==> src/rtl/lsu_pkg.sv <==
// load/store issue package
// shared widths, load size codes, the selected operation and byte helpers
package lsu_pkg;

    localparam int XLEN   = 32;
    localparam int NBYTES = XLEN / 8;
    localparam int TAG_W  = 6;

    // funct3 encodings of the load instructions
    typedef enum logic [2:0] {
        LB  = 3'b000,
        LH  = 3'b001,
        LW  = 3'b010,
        LBU = 3'b100,
        LHU = 3'b101
    } load_size_t;

    // one operation picked from a queue head
    // for a store, fmask carries the byte write mask
    typedef struct packed {
        logic              is_store;
        load_size_t        size;
        logic [XLEN-1:0]   addr;
        logic [TAG_W-1:0]  tag;
        logic [NBYTES-1:0] fmask;
        logic [XLEN-1:0]   fwd_data;
        logic [XLEN-1:0]   wdata;
    } mem_op_t;

    // bytes of the word touched by a load
    function automatic logic [NBYTES-1:0] load_rmask(input load_size_t size,
                                                     input logic [1:0] off);
        case (size)
            LB, LBU: return NBYTES'(1) << off;
            LH, LHU: return NBYTES'(3) << {off[1], 1'b0};
            default: return '1;
        endcase
    endfunction

    // pick the addressed lane and sign or zero extend it
    function automatic logic [XLEN-1:0] align_load(input load_size_t size,
                                                   input logic [1:0] off,
                                                   input logic [XLEN-1:0] word);
        logic [XLEN-1:0] bsh;
        logic [XLEN-1:0] hsh;
        bsh = word >> {off, 3'b000};
        hsh = word >> {off[1], 4'b0000};
        case (size)
            LB:      return {{(XLEN-8){bsh[7]}}, bsh[7:0]};
            LBU:     return {{(XLEN-8){1'b0}}, bsh[7:0]};
            LH:      return {{(XLEN-16){hsh[15]}}, hsh[15:0]};
            LHU:     return {{(XLEN-16){1'b0}}, hsh[15:0]};
            default: return word;
        endcase
    endfunction

endpackage

==> src/rtl/mem_op_if.sv <==
// operation in flight between the request FSM and the result stage
interface mem_op_if;
    import lsu_pkg::*;

    logic            start;
    mem_op_t         op;
    logic            resp_ok;
    logic [XLEN-1:0] rdata;
    logic            bypass;

    modport source (
        output start,
        output op,
        output resp_ok,
        output rdata,
        output bypass
    );

    modport sink (
        input start,
        input op,
        input resp_ok,
        input rdata,
        input bypass
    );

endinterface

==> src/rtl/issue_select.sv <==
// issue select
// picks the load or store queue head and forms the operation for the cache
module issue_select (
    input  logic                        lq_valid,
    input  logic                        lq_addr_ready,
    input  logic                        lq_dep,
    input  logic [lsu_pkg::XLEN-1:0]    lq_addr,
    input  logic [2:0]                  lq_size,
    input  logic [lsu_pkg::TAG_W-1:0]   lq_tag,
    input  logic [lsu_pkg::NBYTES-1:0]  lq_fwd_mask,
    input  logic [lsu_pkg::XLEN-1:0]    lq_fwd_data,
    input  logic                        sq_valid,
    input  logic                        sq_committed,
    input  logic [lsu_pkg::XLEN-1:0]    sq_addr,
    input  logic [lsu_pkg::NBYTES-1:0]  sq_wmask,
    input  logic [lsu_pkg::XLEN-1:0]    sq_wdata,
    output lsu_pkg::mem_op_t            cand,
    output logic                        cand_valid,
    output logic                        cand_needs_cache
);
    import lsu_pkg::*;

    logic              load_ok;
    logic              store_ok;
    load_size_t        ld_size;
    logic [NBYTES-1:0] ld_fmask;

    assign ld_size = load_size_t'(lq_size);

    // a load with an unresolved older store address must wait
    assign load_ok  = lq_valid && lq_addr_ready && !lq_dep;
    assign store_ok = sq_valid && sq_committed;

    // bytes the queue cannot supply still come from the cache
    assign ld_fmask = load_rmask(ld_size, lq_addr[1:0]) & ~lq_fwd_mask;

    always_comb begin
        cand = '0;
        if (load_ok) begin
            cand.is_store = 1'b0;
            cand.size     = ld_size;
            cand.addr     = lq_addr;
            cand.tag      = lq_tag;
            cand.fmask    = ld_fmask;
            cand.fwd_data = lq_fwd_data;
        end else if (store_ok) begin
            cand.is_store = 1'b1;
            cand.size     = LW;
            cand.addr     = sq_addr;
            cand.fmask    = sq_wmask;
            cand.wdata    = sq_wdata;
        end
    end

    // loads take priority over committed stores
    assign cand_valid       = load_ok || store_ok;
    assign cand_needs_cache = !load_ok || (ld_fmask != '0);

endmodule

==> src/rtl/mem_req_fsm.sv <==
// memory request FSM
// accepts candidates, drives the cache request and tracks the response in flight
module mem_req_fsm (
    input  logic                        clk,
    input  logic                        rst,
    input  logic                        flush,
    input  lsu_pkg::mem_op_t            cand,
    input  logic                        cand_valid,
    input  logic                        cand_needs_cache,
    input  logic                        res_stall,
    input  logic                        busy,
    input  logic [lsu_pkg::XLEN-1:0]    dc_rdata,
    input  logic                        dc_resp,
    output logic                        lq_deq,
    output logic                        sq_deq,
    output logic [lsu_pkg::XLEN-1:0]    dc_addr,
    output logic [lsu_pkg::NBYTES-1:0]  dc_rmask,
    output logic [lsu_pkg::NBYTES-1:0]  dc_wmask,
    output logic [lsu_pkg::XLEN-1:0]    dc_wdata,
    mem_op_if.source                    op_bus
);
    import lsu_pkg::*;

    typedef enum logic [1:0] {
        IDLE,
        WAIT,
        DROP
    } state_t;

    state_t state;
    state_t state_next;
    logic   cache_free;
    logic   accept;
    logic   req;

    // the cache can take a new request on the cycle its response returns
    assign cache_free = (state == IDLE) || dc_resp;

    // stores ignore a held result since they never broadcast
    always_comb begin
        accept = 1'b0;
        if (cand_valid && !flush) begin
            if (cand.is_store) begin
                accept = cache_free;
            end else begin
                accept = !busy && !res_stall && (cache_free || !cand_needs_cache);
            end
        end
    end

    assign req    = accept && cand_needs_cache;
    assign lq_deq = accept && !cand.is_store;
    assign sq_deq = accept && cand.is_store;

    assign dc_addr  = req ? cand.addr : '0;
    assign dc_rmask = (req && !cand.is_store) ? cand.fmask : '0;
    assign dc_wmask = (req && cand.is_store) ? cand.fmask : '0;
    assign dc_wdata = (req && cand.is_store) ? cand.wdata : '0;

    always_comb begin
        state_next = state;
        case (state)
            IDLE: begin
                if (req) begin
                    state_next = WAIT;
                end
            end
            WAIT: begin
                // a flush leaves the response still to come, so it gets swallowed
                if (flush) begin
                    state_next = dc_resp ? IDLE : DROP;
                end else if (dc_resp) begin
                    state_next = req ? WAIT : IDLE;
                end
            end
            DROP: begin
                if (dc_resp) begin
                    state_next = req ? WAIT : IDLE;
                end
            end
            default: state_next = IDLE;
        endcase
    end

    always_ff @(posedge clk) begin
        if (rst) begin
            state <= IDLE;
        end else begin
            state <= state_next;
        end
    end

    assign op_bus.start   = accept;
    assign op_bus.op      = cand;
    assign op_bus.bypass  = lq_deq && !cand_needs_cache;
    assign op_bus.rdata   = dc_rdata;
    assign op_bus.resp_ok = (state == WAIT) && dc_resp && !flush;

endmodule

==> src/rtl/load_result_stage.sv <==
// load result stage
// merges forwarded bytes into the cache word, extends it and holds it under stall
module load_result_stage (
    input  logic                        clk,
    input  logic                        rst,
    input  logic                        flush,
    input  logic                        res_stall,
    mem_op_if.sink                      op_bus,
    output logic                        busy,
    output logic                        res_valid,
    output logic [lsu_pkg::TAG_W-1:0]   res_tag,
    output logic [lsu_pkg::XLEN-1:0]    res_value
);
    import lsu_pkg::*;

    mem_op_t         op_q;
    mem_op_t         src_op;
    logic            pend;
    logic            load_start;
    logic            load_done;
    logic [XLEN-1:0] merged;
    logic [XLEN-1:0] value;

    assign load_start = op_bus.start && !op_bus.op.is_store;

    // a bypassed load completes from the queue head in its accept cycle
    assign src_op    = op_bus.bypass ? op_bus.op : op_q;
    assign load_done = op_bus.bypass || (op_bus.resp_ok && pend);

    // fetched bytes come from the cache, the rest from the load queue
    always_comb begin
        for (int i = 0; i < NBYTES; i++) begin
            if (src_op.fmask[i]) begin
                merged[8*i +: 8] = op_bus.rdata[8*i +: 8];
            end else begin
                merged[8*i +: 8] = src_op.fwd_data[8*i +: 8];
            end
        end
    end

    assign value = align_load(src_op.size, src_op.addr[1:0], merged);

    // the load that is waiting on the cache
    always_ff @(posedge clk) begin
        if (load_start) begin
            op_q <= op_bus.op;
        end
    end

    always_ff @(posedge clk) begin
        if (rst || flush) begin
            pend <= 1'b0;
        end else if (load_start && !op_bus.bypass) begin
            pend <= 1'b1;
        end else if (op_bus.resp_ok) begin
            // store responses land here too and simply clear nothing
            pend <= 1'b0;
        end
    end

    always_ff @(posedge clk) begin
        if (rst || flush) begin
            res_valid <= 1'b0;
        end else if (load_done) begin
            res_valid <= 1'b1;
        end else if (!res_stall) begin
            res_valid <= 1'b0;
        end
    end

    // payload only moves when a new load finishes
    always_ff @(posedge clk) begin
        if (load_done) begin
            res_tag   <= src_op.tag;
            res_value <= value;
        end
    end

    assign busy = res_valid || pend;

endmodule

==> src/rtl/lsu_issue_top.sv <==
// load/store unit issue stage
// selects queue heads, talks to the data cache and broadcasts load results
module lsu_issue_top (
    input  logic                        clk,
    input  logic                        rst,
    input  logic                        flush,

    // load queue head
    input  logic                        lq_valid,
    input  logic                        lq_addr_ready,
    input  logic                        lq_dep,
    input  logic [lsu_pkg::XLEN-1:0]    lq_addr,
    input  logic [2:0]                  lq_size,
    input  logic [lsu_pkg::TAG_W-1:0]   lq_tag,
    input  logic [lsu_pkg::NBYTES-1:0]  lq_fwd_mask,
    input  logic [lsu_pkg::XLEN-1:0]    lq_fwd_data,
    output logic                        lq_deq,

    // store queue head
    input  logic                        sq_valid,
    input  logic                        sq_committed,
    input  logic [lsu_pkg::XLEN-1:0]    sq_addr,
    input  logic [lsu_pkg::NBYTES-1:0]  sq_wmask,
    input  logic [lsu_pkg::XLEN-1:0]    sq_wdata,
    output logic                        sq_deq,

    // data cache
    output logic [lsu_pkg::XLEN-1:0]    dc_addr,
    output logic [lsu_pkg::NBYTES-1:0]  dc_rmask,
    output logic [lsu_pkg::NBYTES-1:0]  dc_wmask,
    output logic [lsu_pkg::XLEN-1:0]    dc_wdata,
    input  logic [lsu_pkg::XLEN-1:0]    dc_rdata,
    input  logic                        dc_resp,

    // result bus
    input  logic                        res_stall,
    output logic                        res_valid,
    output logic [lsu_pkg::TAG_W-1:0]   res_tag,
    output logic [lsu_pkg::XLEN-1:0]    res_value
);
    import lsu_pkg::*;

    mem_op_t cand;
    logic    cand_valid;
    logic    cand_needs_cache;
    logic    busy;

    mem_op_if op_bus ();

    issue_select u_issue_select (
        .lq_valid         (lq_valid),
        .lq_addr_ready    (lq_addr_ready),
        .lq_dep           (lq_dep),
        .lq_addr          (lq_addr),
        .lq_size          (lq_size),
        .lq_tag           (lq_tag),
        .lq_fwd_mask      (lq_fwd_mask),
        .lq_fwd_data      (lq_fwd_data),
        .sq_valid         (sq_valid),
        .sq_committed     (sq_committed),
        .sq_addr          (sq_addr),
        .sq_wmask         (sq_wmask),
        .sq_wdata         (sq_wdata),
        .cand             (cand),
        .cand_valid       (cand_valid),
        .cand_needs_cache (cand_needs_cache)
    );

    mem_req_fsm u_mem_req_fsm (
        .clk              (clk),
        .rst              (rst),
        .flush            (flush),
        .cand             (cand),
        .cand_valid       (cand_valid),
        .cand_needs_cache (cand_needs_cache),
        .res_stall        (res_stall),
        .busy             (busy),
        .dc_rdata         (dc_rdata),
        .dc_resp          (dc_resp),
        .lq_deq           (lq_deq),
        .sq_deq           (sq_deq),
        .dc_addr          (dc_addr),
        .dc_rmask         (dc_rmask),
        .dc_wmask         (dc_wmask),
        .dc_wdata         (dc_wdata),
        .op_bus           (op_bus.source)
    );

    load_result_stage u_load_result_stage (
        .clk       (clk),
        .rst       (rst),
        .flush     (flush),
        .res_stall (res_stall),
        .op_bus    (op_bus.sink),
        .busy      (busy),
        .res_valid (res_valid),
        .res_tag   (res_tag),
        .res_value (res_value)
    );

endmodule

==> config.mk <==
export PLATFORM = sky130hd
export DESIGN_NAME = lsu_issue_top
export DESIGN_NICKNAME = d
export VERILOG_FILES = /design/src/rtl/lsu_pkg.sv /design/src/rtl/mem_op_if.sv /design/src/rtl/issue_select.sv /design/src/rtl/mem_req_fsm.sv /design/src/rtl/load_result_stage.sv /design/src/rtl/lsu_issue_top.sv
export SDC_FILE = /design/constraint.sdc
export NUM_CORES = 1
export LEC_CHECK = 0
export BUFFER_PORTS_ARGS = -buffer_cell sky130_fd_sc_hd__buf_2
export CAP_MARGIN = 20
export CORE_ASPECT_RATIO = 1.25
export CORE_MARGIN = 10
export CORE_UTILIZATION = 35
export DETAILED_ROUTE_END_ITERATION = 8
export PLACE_DENSITY = 0.63
export SYNTH_ARGS = -nofsm -noshare
export SYNTH_HDL_FRONTEND = slang
export SYNTH_SLANG_ARGS = --single-unit
export TNS_END_PERCENT = 1
==> constraint.sdc <==
create_clock -name clk -period 6 [get_ports clk]
set_input_delay 0 -clock clk [delete_from_list [all_inputs] [get_ports clk]]
set_output_delay 0 -clock clk [all_outputs]
set_load 0.005 [all_outputs]
# Word-level counts from Yosys, hierarchy flattened
# Index checks and enable logic that the tools add are counted.
# Widths: inputs -> output; s select.
# totals
output_inout_bits,113
in_bits,187
regBits,151
# classes
mux,31
n_reduce_logical,38
bitwise,2
shift,4
n_eq_ne,10
# op_table
operator,n
$mux 32,5
$pmux 32 s4,1
$mux 109,1
$mux 36,2
$mux 8,4
$shr 32x5->16,1
$shr 32x5->8,1
$logic_and 1x1->1,16
$mux 4,4
$eq 3x3->1 const B,4
$logic_not 1->1,8
$mux 2,4
$pmux 4 s2,1
$logic_or 1x1->1,7
$mux 1,7
$eq 3x1->1 const B,2
$logic_not 3->1,2
$mux 6,1
$pmux 2 s3,1
$and 4x4->4,1
$ne 2x1->1 const B,2
$not 4->4,1
$reduce_bool 4->1,1
$reduce_or 2->1,2
other kinds (6),6

# Depth between registers and ports, before layout
# logic_depth
ltp_word,17
mapped_depth,9

# Modules after synthesis
# A second synthesis with hierarchy kept.
# hier_totals
hier_cells,773
hier_area_um2,7584.8
# modules_own_cells
module,instances,seq_area_each_um2,cells_per_inst,area_per_inst_um2
load_result_stage,1,2592.5,375,4770.8
mem_req_fsm,1,40.0,248,1794.2
issue_select,1,0.0,150,1019.7

# Worst setup path after synthesis
# Ideal clock, no wire load.
# synth_timing
path_kind,register -> register
startpoint,register u_load_result_stage.res_valid
endpoint,"register u_load_result_stage.op_q[106] (netlist bit), enable pin"
stages_incl_launch_ff,4
synth_period_minus_slack_ns,5.128
t_required_ns,5.471
path_buffers,0
setup_ns,0.529
arrival_ns,4.599
path_slack_ns,0.872
path_cell_list,dfxtp_1 > or4_4 > nor2_8 > a21boi_0
# synth_via
elab_chain_len,7
# synth_rtl
item,line_no,source
from (decl),load_result_stage.sv:10,"output logic res_valid,"
from (signal assigned),load_result_stage.sv:63,res_valid <= 1'b0;
from (signal assigned),load_result_stage.sv:65,res_valid <= 1'b1;
from (signal assigned),load_result_stage.sv:67,res_valid <= 1'b0;
$logic_or 1x1->1,load_result_stage.sv:79,assign busy = res_valid || pend;
$logic_not 1->1,mem_req_fsm.sv:46,accept = !busy && !res_stall && (cache_free || !cand_needs_cache);
$logic_and 1x1->1 (2 in series),mem_req_fsm.sv:46,
$mux 1,mem_req_fsm.sv:43,if (cand.is_store) begin
$mux 1,mem_req_fsm.sv:42,if (cand_valid && !flush) begin
$logic_and 1x1->1,--,
via lq_deq,lsu_issue_top.sv:17,"output logic lq_deq,"
to (signal assigned),load_result_stage.sv:46,op_q <= op_bus.op;
to (decl),load_result_stage.sv:16,mem_op_t op_q;
# The timed path passes the listed nets, and every way through them passes these cells.
# A chain may end at the register's enable or synchronous reset.

# Worst setup path in the final report
# layout_timing
startpoint,register u_load_result_stage.pend
endpoint,register u_load_result_stage.res_value[13] (netlist bit) (data pin)
# layout_via
elab_chain_len,12
# layout_rtl
item,line_no,source
from (decl),load_result_stage.sv:18,logic pend;
from (signal assigned),load_result_stage.sv:52,pend <= 1'b0;
from (signal assigned),load_result_stage.sv:54,pend <= 1'b1;
from (signal assigned),load_result_stage.sv:57,pend <= 1'b0;
$logic_or 1x1->1 (*),load_result_stage.sv:79,
$logic_not 1->1 (*),mem_req_fsm.sv:46,
$logic_and 1x1->1 (*) (2 in series),mem_req_fsm.sv:46,
$mux 1 (*),mem_req_fsm.sv:43,
$mux 1 (*),mem_req_fsm.sv:42,
$logic_and 1x1->1 (*),mem_req_fsm.sv:52,assign lq_deq = accept && !cand.is_store;
$logic_and 1x1->1 (*),mem_req_fsm.sv:95,assign op_bus.bypass = lq_deq && !cand_needs_cache;
$mux 109 (*),load_result_stage.sv:27,assign src_op = op_bus.bypass ? op_bus.op : op_q;
$mux 8,load_result_stage.sv:33,if (src_op.fmask[i]) begin
$shr 32x5->16 or $shr 32x5->8 (tied branches),"lsu_pkg.sv:47, lsu_pkg.sv:46",
$pmux 32 s4 (*),lsu_pkg.sv:48,case (size)
via u_load_result_stage.value[13],load_result_stage.sv:22,logic [XLEN-1:0] value;
to (signal assigned),load_result_stage.sv:75,res_value <= value;
to (decl),load_result_stage.sv:12,output logic [lsu_pkg::XLEN-1:0] res_value
# The timed path passes the listed nets; every way through them passes the cells marked *.

==> impl_metrics.ini <==
[clock_network]
post-cts-setup-buffers = 0
cts_tree = yes
htree_num_levels = 3
clockRootBuffer = clkbuf_16
numCtsBuffers = 9
cts_buffer_depth = 2
insertion_delay_ns = 0.35
cts_sinks = 89
path_clk_slew_ns = 0.06

[yosys]
synth.avg_cell_area_um2 = 9.66
synth_edf_count = 85
async_flop_share = 0
ys_types = 62
synth_flop_cell = edfxtp_1
yosysSeqAreaShare = 0.431
netlist_area_um2 = 6110
ys_warn_count = 0
synth_fp_nets = 820
syn_inst = 633
ys_ff_latch = 89

[power_and_ir_drop]
irDropWorstVdd_mv = 0.136
swShare = 0.247
comb_power_share = 0.160
p_sw_uw = 367
p_leak_uw = 0.00362
power.internal_uw = 1120
power_frac_seq = 0.464
power.density_nw_per_um2 = 179
clkPwrFrac = 0.376

[setup_path]
r2r_start = u_load_result_stage.pend
crit_end = u_load_result_stage.res_value[13]
r2r_cells = 5
path_class = reg2reg
reg2reg_slack_ns = 2.90
cp_max_fo = 18
required_ns = 6.04
cp.arrival_ns = 3.14
reg2reg_to = u_load_result_stage.res_value[13]
startpoint_type = register
startpoint = u_load_result_stage.pend
end_kind = register

[drt]
initialDrtViolationCount = 506
viasPerCell = 5.32
vias = 6192
wl_per_cell_um = 22.0
firstDrtPassIters = 5
drt-total-wl_um = 25600
ant_nets = 0
drc = 0

[global_routing]
grt_max_degree = 77
overflow = 0
gr-usage-all-layers = 0.208
grt_pass1_vias = 6507
grt_pass1_wl_um = 38200
antenna_found_initial = 10

[finish]
drive_above_1_share = 0.405
final_common_cell = buf_2
final_cell_area_um2 = 8320
fill_cells = 1782
nets = 1116
mostFrequentLayoutCells = 299 x buf_2, 85 x edfxtp_1, 72 x nand2_1
area.growth.synth_to_final_pct = 36.0

[placed_design]
portBuffers = 299
gp_congestion = 0.850
placed_area_um2 = 7700
dp_hpwl_um = 20100

[timing]
fmax_mhz = 322
maxSlewHeadroom = 0.274
rsz0062_at_grt = false
whs_ns = 0.0108
fin_crit_sh = 0.517
finalHoldViolations = 0
fin_skew_ns = 0.0122
setup_viol = 0
report.final.slew_viol_count = 0
fin_crit_ns = 3.10
fin_setup_tns_ns = 0
worst_pin_slew_ns = 1.09

[min_path]
min-delay-start = lq_fwd_data[24]
hold_class = in2reg

[die]
die_x_um = 138
die_area_um2 = 23200
rows = 54
initial_utilization = 0.353
io-pin-count = 300
core_um2 = 17300
dieHeight_um = 168

[job]
max-cap-violations = 0

[status]
status = completed
per-stage QoR:
stage	setup WS (ns)	std cells	total power, µW	util
after floorplan	0.872	633	814	-
after global placement	2.84	1111	922	0.445
after detailed placement	2.84	1111	924	0.445
after CTS	2.88	1158	1490	0.480
after global routing	2.68	1160	1540	0.480
final	2.90	1164	1490	0.481
synthesized netlist by cell type, types with 8 or more instances:
cell type,count,area [µm²]
a21oi_1,60,300
a22oi_1,16,120
and2_1,69,432
buf_2,11,55.1
clkbuf_1,30,113
edfxtp_1,85,2550
inv_1,16,60.1
mux2_1,8,90.1
mux2_2,34,383
mux2i_1,28,280
nand2_1,72,270
nand2b_1,15,93.8
nand3_1,44,220
nor2_1,16,60.1
nor3_1,18,90.1
o21ai_0,14,70.1
worst max-delay path, cell delays in order (launching register included):
cell and delay (ns):
dfxtp_1 0.34, or4_4 0.58, nor2_8 0.17, and2_1 0.76, mux2i_1 0.71, o311ai_1 0.24
timing repair:
item,CTS,global route
hold endpoints to repair,30,0
gates resized for setup,0,0
hold buffers,31,0
endpoints found under the setup margin,0,0
registers in the layout, summed over array words and instances, names as in the netlist:
register / cells
u_load_result_stage.op_q: 47
u_load_result_stage.pend: 1
u_load_result_stage.res_tag: 6
u_load_result_stage.res_valid: 1
u_load_result_stage.res_value: 32
u_mem_req_fsm.state: 2
power by group through the flow:
stage / Clock (µW) / Sequential (µW) / Combinational [µW]
2_1_floorplan: 0 / 701 / 113
3_3_place_gp: 0 / 702 / 220
3_5_place_dp: 0 / 703 / 222
4_1_cts: 561 / 689 / 239
5_1_grt: 585 / 690 / 262
6_report: 559 / 689 / 238
final cells by class:
| type | instances | area, µm² | share of cell area |
|---|---|---|---|
| inverters | 16 | 60.1 | 0.00722 |
| clock inverters | 6 | 58.8 | 0.00707 |
| flip-flops and latches | 89 | 2630 | 0.317 |
| diodes | 6 | 15.0 | 0.00181 |
| clock buffers | 10 | 229 | 0.0275 |
| repair buffers | 339 | 1870 | 0.225 |
| well taps | 224 | 280 | 0.0337 |
| multi-input cells | 474 | 3170 | 0.381 |
worst min path at each step:
stage	to	slack [ns]	cells after the start
2_1_floorplan	dc_rmask[0]	0.04	1
3_3_place_gp	u_mem_req_fsm.state[1]	0.23	2
3_5_place_dp	u_mem_req_fsm.state[1]	0.24	2
4_1_cts	u_load_result_stage.op_q[57]	0.001	2
5_1_grt	u_load_result_stage.op_q[49]	0.02	2
6_report	u_load_result_stage.op_q[56]	0.01	2
metal layers:
metal / GRT usage / up-vias / part of all wire / wire (µm)
met5: 0 / - / 0.00027 / 7
met2: 0.368 / 327 / 0.51 / 13000
met1: 0.227 / 2911 / 0.37 / 9410
met4: 0.0689 / 2 / 0.021 / 544
met3: 0.0716 / 32 / 0.10 / 2680
li1: - / 2920 / - / -
kinds of logic after synthesis:
kind of cell / after synthesis / synth area share
multiplexers: 75 / 0.138
flip-flops: 89 / 0.431
AO/OA/AOI/OAI: 131 / 0.141
buffers and inverters: 70 / 0.0551
AND/OR/NAND/NOR: 268 / 0.236
Power figures use the tool's default switching activity.
